### src/logic/chip8_defs.svh
`ifndef CHIP8_DEFS_SVH
`define CHIP8_DEFS_SVH

// memory and pc address width
`define CHIP8_ADDR_W   12

// register and memory byte width
`define CHIP8_DATA_W   8

`define CHIP8_NUM_V    16

// programs start above the interpreter area
`define CHIP8_PC_RESET 12'h200

`define CHIP8_FLAG_REG 4'hF

`endif

### src/logic/chip8_pkg.sv
package chip8_pkg;

`include "chip8_defs.svh"

   typedef logic [`CHIP8_ADDR_W-1:0]        addr_t;
   typedef logic [`CHIP8_DATA_W-1:0]        byte_t;
   typedef logic [$clog2(`CHIP8_NUM_V)-1:0] vidx_t;

   // one instruction word, seen as nibbles or as x plus immediate byte
   typedef union packed {
      struct packed {
         logic [3:0] op;
         vidx_t      x;
         vidx_t      y;
         logic [3:0] n;
      } nib;
      struct packed {
         logic [3:0] op;
         vidx_t      x;
         byte_t      kk;
      } imm;
   } instr_u;

   // 8xy group, selected by n
   typedef enum logic [3:0] {
      ALU_MOV  = 4'h0,
      ALU_OR   = 4'h1,
      ALU_AND  = 4'h2,
      ALU_XOR  = 4'h3,
      ALU_ADD  = 4'h4,
      ALU_SUB  = 4'h5,
      ALU_SHR  = 4'h6,
      ALU_SUBN = 4'h7,
      ALU_SHL  = 4'hE
   } alu_op_e;

endpackage

### src/logic/operand_if.sv
`timescale 1ns/100ps

interface operand_if;

   logic              issue;  // one cycle per instruction
   chip8_pkg::instr_u instr;
   chip8_pkg::byte_t  vx;
   chip8_pkg::byte_t  vy;

   modport issuer (
      output issue,
      output instr,
      output vx,
      output vy
   );

   modport exec (
      input issue,
      input instr,
      input vx,
      input vy
   );

endinterface

### src/logic/alu_unit.sv
`timescale 1ns/100ps

module alu_unit (
   input  logic             clk,
   input  logic             arst_n,
   operand_if.exec          ops,
   output logic             alu_valid,
   output logic             res_we,
   output chip8_pkg::vidx_t res_idx,
   output chip8_pkg::byte_t res_data,
   output logic             flag_we,
   output chip8_pkg::byte_t flag_data,
   output logic             i_we,
   output chip8_pkg::addr_t i_data
);

   chip8_pkg::byte_t kk;
   logic [8:0]       sum;
   logic             wr;
   logic             fl;
   chip8_pkg::byte_t res;
   chip8_pkg::byte_t flag;

   assign kk  = ops.instr.imm.kk;
   assign sum = {1'b0, ops.vx} + {1'b0, ops.vy};

   always_comb
   begin
      wr   = 1'b0;
      fl   = 1'b0;
      res  = kk;
      flag = '0;
      case (ops.instr.nib.op)
         4'h6: wr = 1'b1;  // ld vx, kk
         4'h7:
         begin
            wr  = 1'b1;
            res = ops.vx + kk;  // no carry flag here
         end
         4'h8:
         begin
            wr = 1'b1;
            case (chip8_pkg::alu_op_e'(ops.instr.nib.n))
               chip8_pkg::ALU_MOV: res = ops.vy;
               chip8_pkg::ALU_OR:  res = ops.vx | ops.vy;
               chip8_pkg::ALU_AND: res = ops.vx & ops.vy;
               chip8_pkg::ALU_XOR: res = ops.vx ^ ops.vy;
               chip8_pkg::ALU_ADD:
               begin
                  fl   = 1'b1;
                  res  = sum[7:0];
                  flag = chip8_pkg::byte_t'(sum[8]);
               end
               chip8_pkg::ALU_SUB:
               begin
                  fl   = 1'b1;
                  res  = ops.vx - ops.vy;
                  flag = chip8_pkg::byte_t'(ops.vx >= ops.vy);  // no borrow
               end
               chip8_pkg::ALU_SHR:
               begin
                  fl   = 1'b1;
                  res  = ops.vy >> 1;
                  flag = chip8_pkg::byte_t'(ops.vy[0]);
               end
               chip8_pkg::ALU_SUBN:
               begin
                  fl   = 1'b1;
                  res  = ops.vy - ops.vx;
                  flag = chip8_pkg::byte_t'(ops.vy >= ops.vx);
               end
               chip8_pkg::ALU_SHL:
               begin
                  fl   = 1'b1;
                  res  = ops.vy << 1;
                  flag = chip8_pkg::byte_t'(ops.vy[7]);
               end
               default: wr = 1'b0;  // undefined 8xy codes retire as no-ops
            endcase
         end
         default: wr = 1'b0;
      endcase
   end

   always_ff @(posedge clk or negedge arst_n)
   begin
      if (!arst_n)
      begin
         alu_valid <= 1'b0;
         res_we    <= 1'b0;
         flag_we   <= 1'b0;
         i_we      <= 1'b0;
      end
      else
      begin
         alu_valid <= ops.issue;
         res_we    <= ops.issue & wr;
         flag_we   <= ops.issue & fl;
         i_we      <= ops.issue & (ops.instr.nib.op == 4'hA);
      end
   end

   always_ff @(posedge clk)
   begin
      if (ops.issue)
      begin
         res_idx   <= ops.instr.nib.x;
         res_data  <= res;
         flag_data <= flag;
         i_data    <= {ops.instr.imm.x, ops.instr.imm.kk};  // nnn
      end
   end

endmodule

### src/flat_wrapper.sv
// flat-port wrapper written by rule: the top's interface ports become plain ports
module alu_unit_flat 
  (clk, arst_n, alu_valid, res_we, res_idx, res_data, flag_we, flag_data, i_we, i_data, ops_issue, ops_instr, ops_vx, ops_vy);
  operand_if ops_i ();
  input  logic clk;
  input  logic arst_n;
  output logic alu_valid;
  output logic res_we;
  output chip8_pkg::vidx_t res_idx;
  output chip8_pkg::byte_t res_data;
  output logic flag_we;
  output chip8_pkg::byte_t flag_data;
  output logic i_we;
  output chip8_pkg::addr_t i_data;
  input wire logic [$bits(ops_i.issue)-1:0] ops_issue;
  input wire logic [$bits(ops_i.instr)-1:0] ops_instr;
  input wire logic [$bits(ops_i.vx)-1:0] ops_vx;
  input wire logic [$bits(ops_i.vy)-1:0] ops_vy;
  assign ops_i.issue = ops_issue;
  assign ops_i.instr = ops_instr;
  assign ops_i.vx = ops_vx;
  assign ops_i.vy = ops_vy;
  alu_unit u_core (.clk(clk), .arst_n(arst_n), .ops(ops_i), .alu_valid(alu_valid), .res_we(res_we), .res_idx(res_idx), .res_data(res_data), .flag_we(flag_we), .flag_data(flag_data), .i_we(i_we), .i_data(i_data));
endmodule
### config.mk
export PLATFORM = sky130hd
export DESIGN_NAME = alu_unit_flat
export DESIGN_NICKNAME = d
export VERILOG_FILES = /design/src/logic/chip8_pkg.sv /design/src/logic/operand_if.sv /design/src/logic/alu_unit.sv /design/src/flat_wrapper.sv
export VERILOG_INCLUDE_DIRS = /design/src /design/src/logic
export SDC_FILE = /design/constraint.sdc
export NUM_CORES = 1
export LEC_CHECK = 0
export ABC_AREA = 1
export BUFFER_PORTS_ARGS = -buffer_cell sky130_fd_sc_hd__buf_2
export CELL_PAD_IN_SITES_DETAIL_PLACEMENT = 0
export CELL_PAD_IN_SITES_GLOBAL_PLACEMENT = 1
export CORE_MARGIN = 2
export CORE_UTILIZATION = 34
export CTS_CLUSTER_DIAMETER = 80
export DETAILED_ROUTE_END_ITERATION = 12
export GPL_ROUTABILITY_DRIVEN = 0
export PLACE_DENSITY_LB_ADDON = 0.08
export SETUP_SLACK_MARGIN = 0.4
export SYNTH_ARGS = -nofsm -noshare
export SYNTH_HDL_FRONTEND = slang
export SYNTH_SLANG_ARGS = --single-unit
### constraint.sdc
create_clock -name clk -period 0.8 [get_ports clk]
set_input_delay 0 -clock clk [delete_from_list [all_inputs] [get_ports clk]]
set_output_delay 0 -clock clk [all_outputs]
set_load 0.01 [all_outputs]
# Word level (Yosys, flattened, before mapping)

Cells that the tools add are included.

Input port bits: 35
Bits in registers: 36

$add $sub $neg: 4
Equal/unequal tests: 12
Muxes and demuxes: 7
Bitwise logic cells: 6
Reduce and logical (&&, ||, !) cells: 4
Magnitude comparators: 2

Operators by type and width:

| operator           | count |
|---|---|
| $pmux 8 s9         | 1 |
| $eq 4x3->1 const B | 6 |
| $ge 8x8->1         | 2 |
| $pmux 8 s2         | 1 |
| $sub 8x8->8        | 2 |
| $eq 4x4->1 const B | 3 |
| $add 8x8->9        | 1 |
| $reduce_or 9->1    | 1 |
| $add 8x8->8        | 1 |
| $and 8x8->8        | 1 |
| $eq 4x2->1 const B | 2 |
| $or 8x8->8         | 1 |
| $xor 8x8->8        | 1 |
| $pmux 1 s5         | 1 |
| $reduce_or 5->1    | 1 |
| $eq 4x1->1 const B | 1 |
| $logic_not 4->1    | 1 |
| $and 1x1->1        | 3 |
| $mux 1             | 3 |
| $pmux 1 s2         | 1 |
| $reduce_or 2->1    | 1 |

# Longest topological paths before layout

Gate-level depths: netlist of the first run.

Depth after elaboration: 5
Mapped depth: 13
Depth with buffers taken out: 13

# Least setup slack after synthesis of the first run

No wires, ideal clock.

Path type: input port to flip-flop
Start: in ops_vy[0]
End: reg u_core.res_data[6] (data pin)
Slack: -0.748 ns
Cell stages on the path: 11
Required time: 0.542 ns
Path buffers: 0
Arrival time: 1.290 ns
Cells stage by stage: inv_1 ha_1 fa_1 inv_1 nand2_1 a21boi_0 o21ai_0 nand3_1 nand2_1 nor2_1 o21ai_1

Longest elaborated chain between the ends: 3
Elaborated cells on any way between the ends: 5
Classes of those cells: add/sub (3); mux (2)

Ends and longest elaborated chain:

| item                                      | RTL line           | RTL |
|---|---|---|
| start, declared                           | flat_wrapper.sv:18 | `input wire logic [$bits(ops_i.vy)-1:0] ops_vy;` |
| $sub 8x8->8, or another cell as far along | alu_unit.sv:69     | `res = ops.vy - ops.vx;` |
| $pmux 8 s9 (*)                            | alu_unit.sv:43     | `case (chip8_pkg::alu_op_e'(ops.instr.nib.n))` |
| $pmux 8 s2 (*)                            | alu_unit.sv:33     | `case (ops.instr.nib.op)` |
| via u_core.res[6]                         | alu_unit.sv:21     | `chip8_pkg::byte_t res;` |
| end signal, assigned                      | alu_unit.sv:108    | `res_data <= res;` |
| end, declared                             | alu_unit.sv:10     | `output chip8_pkg::byte_t res_data,` |

Mark *: on every way through the listed nets, which the timed path passes. The rest lies on a longest branch.
A chain may end at the register's enable or synchronous reset.

# Worst setup path in the final report of the first run

Start: in ops_vy[0]
End: reg u_core.res_data[4] (data pin)

Same word-level chain as after synthesis.

==> metrics.cfg, run 1 <==
[power_and_ir_drop]
swShare_pct = 37.2
seq_power_share_pct = 29.9
vdd_drop_max_mv = 0.484
leakage_nw = 2.64
pwr-share-comb_pct = 55.7
internal_power_mw = 3.24
pwr-share-clk_pct = 14.4
p_sw_mw = 1.92
power_density_nw_per_um2 = 953

[synthesis]
ys_warn_count = 0
yosys_register_bits = 25
synth_cells = 451
muxShareOfSynthArea_pct = 0
synthAdderAreaFrac_pct = 18.8
yosysTopAreaCell = edfxtp_1
synth-compound-area-share_pct = 14.6
ys_seq_area_share_pct = 23.2
netlist.area_leader.share_pct = 20.0
yosysUniqueCellTypes = 43
synth-simple-area-share_pct = 29.6
avgSynthCellArea_um2 = 6.99
synth_top_family_by_area = simple AND/OR/NAND/NOR gates
synth_xor_area_share_pct = 0.833
synthTopCellsByArea = edfxtp_1, ha_1, nand2_1
ys.flop_type = edfxtp_1
synth_edf_count = 21
synthArstFlopShare_pct = 16.0
syn_area_um2 = 3150

[placement]
port_buffers = 63
placed_area_um2 = 4590
dp_hpwl_um = 8920

[floorplan]
design.die.area_um2 = 10100
rows = 35
start_util_pct = 34.6
die_x_um = 100
die_y_um = 100
io_pins = 71
core-area_um2 = 9110

[job]
maxCapViolations = 0

[timing]
worstMarginPinSlew_ns = 0.530
finalWorstSetupSlack_ns = -0.653
slew_violations = 0
setup_viol = 10
fin_crit_ns = 1.45
max_freq_mhz = 688
final-hold-violation-count = 6
maxSlewHeadroom_pct = 64.5
timing.final.crit_share_pct = 182
whs_ns = -0.0930
rsz0062_at_grt = true

[finish]
final_cell_mix = buf_4, nand2_1, buf_2
antenna_cells = 0
area_growth_pct = 71.7
layout.nets = 723
nFillCells = 863
design_area_um2 = 5410
final_common_cell = buf_4
drive_above_1_share_pct = 51.7

[critical_path]
path_common_cell = nand3_2
cpPeakStageDelay_ns = 0.44
crit_fanout = 4
cp.depth = 11
path_delay_family = adder cells
worstPathRequired_ns = 0.83
crit_path_start = ops_vy[0]
cp-endpoint = u_core.res_data[4]
critPathSlowestCell = fa_2
critPathCaptureType = register
worstPathArrival_ns = 1.48
cp_num_buf_inv = 1
worstPathCellList = buf_12, ha_4, fa_2, nand3_2, nand2_2, o21ai_1, a21oi_1, nor2_1, nand3_2, nand3_2, nand2_1
crit_type = in -> reg
critPathLaunchType = input pin

[detailed_routing]
antenna_left = 0
vias_per_cell = 4.94
drt-initial-drc-count = 200
drc = 0
drt_first_pass_iters = 5
wl_um = 11400
vias = 3723
wire_per_inst_um = 15.1

[global_routing]
antenna_found_initial = 0
grt_pass1_vias = 3481
grt-ovfl-total = 0
grt_pass1_wl_um = 17500
grt_max_degree = 21
grt_usage_pct = 22.3

[clocking]
cts.clk_slew.worst_paths_ns = 0.08
cts_buffer_depth = 2
cts_root_buffer = clkbuf_8
cts_buffers = 3
cts_tree = yes
clkSinkCount = 25
cts_hold_buf = 1
htree_levels = 1

[hold_path]
hp-class = in -> reg

[outcome]
status = complete, but fails checks
failed_checks = hold timing, setup timing

cells in the mapped netlist, types with 3 or more instances:
master      n
o21ai_1     4
inv_2       3
nand2_1   110
edfxtp_1   21
a21oi_1    23
buf_4      13
inv_1      66
o22ai_1     8
nor2_1     27
a211oi_1    4
nand4_1     9
or2_2       4
buf_2       4
o21ai_0    27
dfrtp_1     4
nor3_1      9
nand3_1    38
nand3b_1    3
fa_1        4
ha_1       41
final cells by class:
class / count / area, µm² / area share (%)
Multi-Input combinational cell: 343 / 2590 / 47.9
Sequential cell: 25 / 731 / 13.5
Inverter: 71 / 360 / 6.66
Clock buffer: 4 / 45.0 / 0.832
Tap cell: 111 / 139 / 2.57
Timing Repair Buffer: 199 / 1540 / 28.5
kinds of logic (layout without fill, tap and decap cells):
| logic type | count (synthesis) | after routing |
|---|---|---|
| adders and majority gates | 45 | 45 |
| DFF | 25 | 25 |
| and+or+nand+nor | 209 | 209 |
| AOI/OAI and AO/OA | 79 | 79 |
| xor gates and xnor gates | 3 | 3 |
| buffers and inverters | 89 | 274 |
| other | 1 | 7 |
worst min path at each step:
stage	startpoint	to	slack (ns)	depth (start not counted)
floorplan	arst_n	u_core.alu_valid	-0.30	0
global placement	arst_n	u_core.i_we	-0.20	1
detailed placement	arst_n	u_core.i_we	-0.20	1
CTS	ops_instr[11]	u_core.i_data[11]	-0.09	1
global route	ops_instr[9]	u_core.i_data[9]	-0.11	1
finish	ops_instr[9]	u_core.i_data[9]	-0.09	1
sequential cells by signal, indices dropped and copies added, names as in the netlist:
register	flops
u_core.alu_valid	1
u_core.flag_data	1
u_core.flag_we	1
u_core.res_data	8
u_core.i_data	12
u_core.res_we	1
u_core.i_we	1
routing by layer:
layer  wire [µm]  vias to the layer above  GRT usage [%]
li1            -                     1863              -
met4         259                        0           5.80
met2        5520                      107           38.8
met1        5120                     1736           30.1
met5           0                        -              0
met3         503                       17           1.32
repair_timing:
item,CTS,global route
endpoints found under the hold margin,10,6
gates cloned,0,1
endpoints found under the setup margin,41,41
setup buffers,21,3
pin swaps,44,46
resized for setup,107,45
power groups by stage:
stage	Sequential, mW	Clock, mW	Combinational, mW
after floorplan	1.64	0	1.24
after global placement	1.57	0	2.32
after detailed placement	1.57	0	2.33
after CTS	1.55	0.759	2.67
after global routing	1.55	0.829	3.13
final	1.54	0.743	2.87
through the flow:
step	cells	setup slack, ns	total power [mW]	util (%)	TNS, ns
finish	753	-0.653	5.16	59.4	-4.73
detailed placement	723	-1.04	3.90	50.4	-9.05
global route	753	-0.703	5.51	59.4	-5.77
global placement	723	-1.02	3.89	50.4	-8.90
floorplan	457	-0.579	2.88	-	-4.64
CTS	749	-0.591	4.98	57.0	-4.60
No activity file was read; power rests on OpenSTA's default activity.
==> inputs of run 2 (changes only) <==
--- a/config.mk
+++ b/config.mk
@@ -6,7 +6,7 @@
 export SDC_FILE = /design/constraint.sdc
 export NUM_CORES = 1
 export LEC_CHECK = 0
-export ABC_AREA = 1
+export ABC_AREA = 0
 export BUFFER_PORTS_ARGS = -buffer_cell sky130_fd_sc_hd__buf_2
 export CELL_PAD_IN_SITES_DETAIL_PLACEMENT = 0
 export CELL_PAD_IN_SITES_GLOBAL_PLACEMENT = 1
@@ -15,6 +15,7 @@
 export CTS_CLUSTER_DIAMETER = 80
 export DETAILED_ROUTE_END_ITERATION = 12
 export GPL_ROUTABILITY_DRIVEN = 0
+export HOLD_SLACK_MARGIN = 0.05
 export PLACE_DENSITY_LB_ADDON = 0.08
 export SETUP_SLACK_MARGIN = 0.4
 export SYNTH_ARGS = -nofsm -noshare
==> run 2 against run 1 <==
Effect of this change: the run still ends with hold timing, setup timing left; sequential power is essentially flat; combinational power shrank 1%; critical path type unchanged; first-iteration DRC count shrank 19%; non-clock buffer count grew 6; power shrank 1.3%; global-route usage shrank 0.66 points; routed wire length shrank 4.5%; largest power group unchanged; sequential share of layout area grew 0.68 points.
==> metrics.cfg, run 2 <==
[synthesis]
avgSynthCellArea_um2 = 8.42
synth_cells = 378
synth_edf_count = 21
synth-simple-area-share_pct = 16.9
synth.top_cells.by_count = ha_1, nor2_1, inv_1, o21ai_0, a21oi_1
ys_warn_count = 0
yosys_register_bits = 25
synthArstFlopShare_pct = 16.0
synthTopCellsByArea = edfxtp_1, ha_1, o21ai_0
syn_area_um2 = 3180
yosysTopAreaCell = edfxtp_1
synth-compound-area-share_pct = 24.4
synthAdderAreaFrac_pct = 18.6
netlist.area_leader.share_pct = 19.8
synth.most_common_cell = ha_1
ys.flop_type = edfxtp_1
synth_top_family_by_area = compound AO/OA/AOI/OAI gates
yosysUniqueCellTypes = 61
synth_xor_area_share_pct = 3.58
ys_seq_area_share_pct = 23.0
muxShareOfSynthArea_pct = 4.44

[timing]
max_freq_mhz = 499
setup_viol = 14
final-hold-violation-count = 8
timing.final.crit_share_pct = 250
finalWorstSetupSlack_ns = -1.20
rsz0062_at_grt = true
fin_crit_ns = 2.00
slew_violations = 0
whs_ns = -0.0941

[clocking]
cts_buffer_depth = 2
cts_root_buffer = clkbuf_8
cts_buffers = 3
cts.clk_slew.worst_paths_ns = 0.08
htree_levels = 1
cts_hold_buf = 1
cts_tree = yes
clkSinkCount = 25

[job]
maxCapViolations = 0

[power_and_ir_drop]
internal_power_mw = 3.31
p_sw_mw = 1.78
swShare_pct = 35.0
vdd_drop_max_mv = 0.621
leakage_nw = 2.35
seq_power_share_pct = 30.4
power_density_nw_per_um2 = 988
pwr-share-comb_pct = 55.7
pwr-share-clk_pct = 14.0

[global_routing]
grt_pass1_wl_um = 17400
use_met1_pct = 29.8
grt_max_degree = 25
met3_usage_pct = 0.693
top_usage_layer = met2
grt_use_met2_pct = 38.3
antenna_found_initial = 0
grt-ovfl-total = 0
grt_usage_pct = 21.7
grt_pass1_vias = 3388

[detailed_routing]
vias_per_cell = 5.15
wl_um = 10900
wire_per_inst_um = 16.1
vias = 3475
drt-initial-drc-count = 163
drt_first_pass_iters = 4
antenna_left = 0
drc = 0

[finish]
largest_register = u_core.i_data
final_cells = 675
nFillCells = 857
seqCellArea_um2 = 731
multi_input_area_um2 = 2520
design_area_um2 = 5150
drive_above_1_share_pct = 48.8
final_common_cell = buf_4
layout.nets = 645
area_growth_pct = 61.9
final_cell_mix = buf_4, buf_2, ha_1
largest_reg_flops = 12
top_regs = u_core.i_data (12), u_core.res_data (8)
antenna_cells = 0

[placement]
dp_cells = 663
placed_area_um2 = 4750
dp_hpwl_um = 9000
port_buffers = 63

[floorplan]
design.die.area_um2 = 10200
die_y_um = 101
start_util_pct = 34.8
core-area_um2 = 9150
rows = 35
die_x_um = 101
io_pins = 71

[critical_path]
worstPathRequired_ns = 0.82
critPathLaunchType = input pin
critPathCaptureType = register
crit_type = in -> reg
crit_fanout = 3
worstPathArrival_ns = 2.03

[outcome]
failed_checks = hold timing, setup timing
status = complete, but fails checks

[hold_path]
hp-class = in -> reg

## run 2: changes by cell type after synthesis, moves of 6 or more
cell | before | now
nand2_1 | 110 | 25
inv_1 | 66 | 29
nand3_1 | 38 | 9
clkbuf_1 | 0 | 9
nand4_1 | 9 | 0
nor2b_1 | 0 | 9
xnor2_1 | 2 | 11
mux2i_1 | 0 | 7
nand2b_1 | 0 | 6
## run 2: final timing paths
| path | depth (start not counted) | to | slack, ns | startpoint |
|---|---|---|---|---|
| max in group asynchronous | 2 | u_core.alu_valid | 0.62 | arst_n |
| min in group asynchronous | 2 | u_core.res_we | 0.07 | arst_n |
| worst max-delay path | 11 | u_core.res_data[6] | -1.20 | ops_vy[0] |
| worst min-delay path | 1 | u_core.i_data[11] | -0.09 | ops_instr[11] |
## run 2: worst max-delay path, stage by stage
cell and delay, ns:
buf_12 0.10, inv_8 0.03, ha_4 0.16, fa_2 0.36
or2_4 0.25, a221oi_4 0.31, mux2i_1 0.23, o22ai_1 0.09
or3_4 0.37, o211ai_2 0.07, nand2_2 0.05
## run 2: metrics by stage
stage | TNS, ns | power [mW] | hold slack, ns | worst slack, ns | util, %
after floorplan | -7.24 | 3.01 | -0.296 | -1.25 | -
after global placement | -12.45 | 4.11 | -0.195 | -1.62 | 51.9
after detailed placement | -12.62 | 4.14 | -0.193 | -1.68 | 51.9
after CTS | -8.18 | 5.03 | -0.0993 | -1.25 | 55.4
after global routing | -9.31 | 5.41 | -0.103 | -1.27 | 56.3
final | -8.21 | 5.09 | -0.0941 | -1.20 | 56.3
## run 2: power by group through the flow
| stage | registers [mW] | logic, mW | clock network, mW |
|---|---|---|---|
| 3_5_place_dp | 1.58 | 2.56 | 0 |
| 6_report | 1.55 | 2.83 | 0.711 |
| 4_1_cts | 1.55 | 2.75 | 0.732 |
| 5_1_grt | 1.56 | 3.08 | 0.778 |
| 2_1_floorplan | 1.64 | 1.37 | 0 |
| 3_3_place_gp | 1.57 | 2.54 | 0 |
## run 2: per-layer routing
| metal | vias to the layer above | part of all wire (%) |
|---|---|---|
| li1 | 1731 | - |
| met1 | 1646 | 46 |
| met2 | 94 | 49 |
| met3 | 4 | 4.4 |
| met4 | 0 | 0.55 |
| met5 | - | 0 |
## run 2: cells by family (layout without fill, tap and decap cells)
logic type,after synthesis,after routing
flip-flops,25,25
multiplexers,10,10
AND/OR/NAND/NOR,109,109
other,1,7
AO/OA/AOI/OAI,116,116
XOR/XNOR,13,13
buffers and inverters,59,239
adder cells (fa/ha/maj),45,45
## run 2: timing repair
| action | in CTS | in global routing |
|---|---|---|
| gates resized for setup | 59 | 13 |
| pin swaps | 22 | 10 |
| buffers inserted | 5 | 2 |
| endpoints found under the hold margin | 13 | 8 |
| endpoints found under the setup margin | 41 | 40 |
## run 2: cell type report
cell class	count	area share, %
repair buffers	205	30.4
clock inverters	1	0.0971
multi-input cells	300	48.9
clock buffers	3	0.801
flip-flops and latches	25	14.2
well taps	111	2.69
inverters	30	2.96
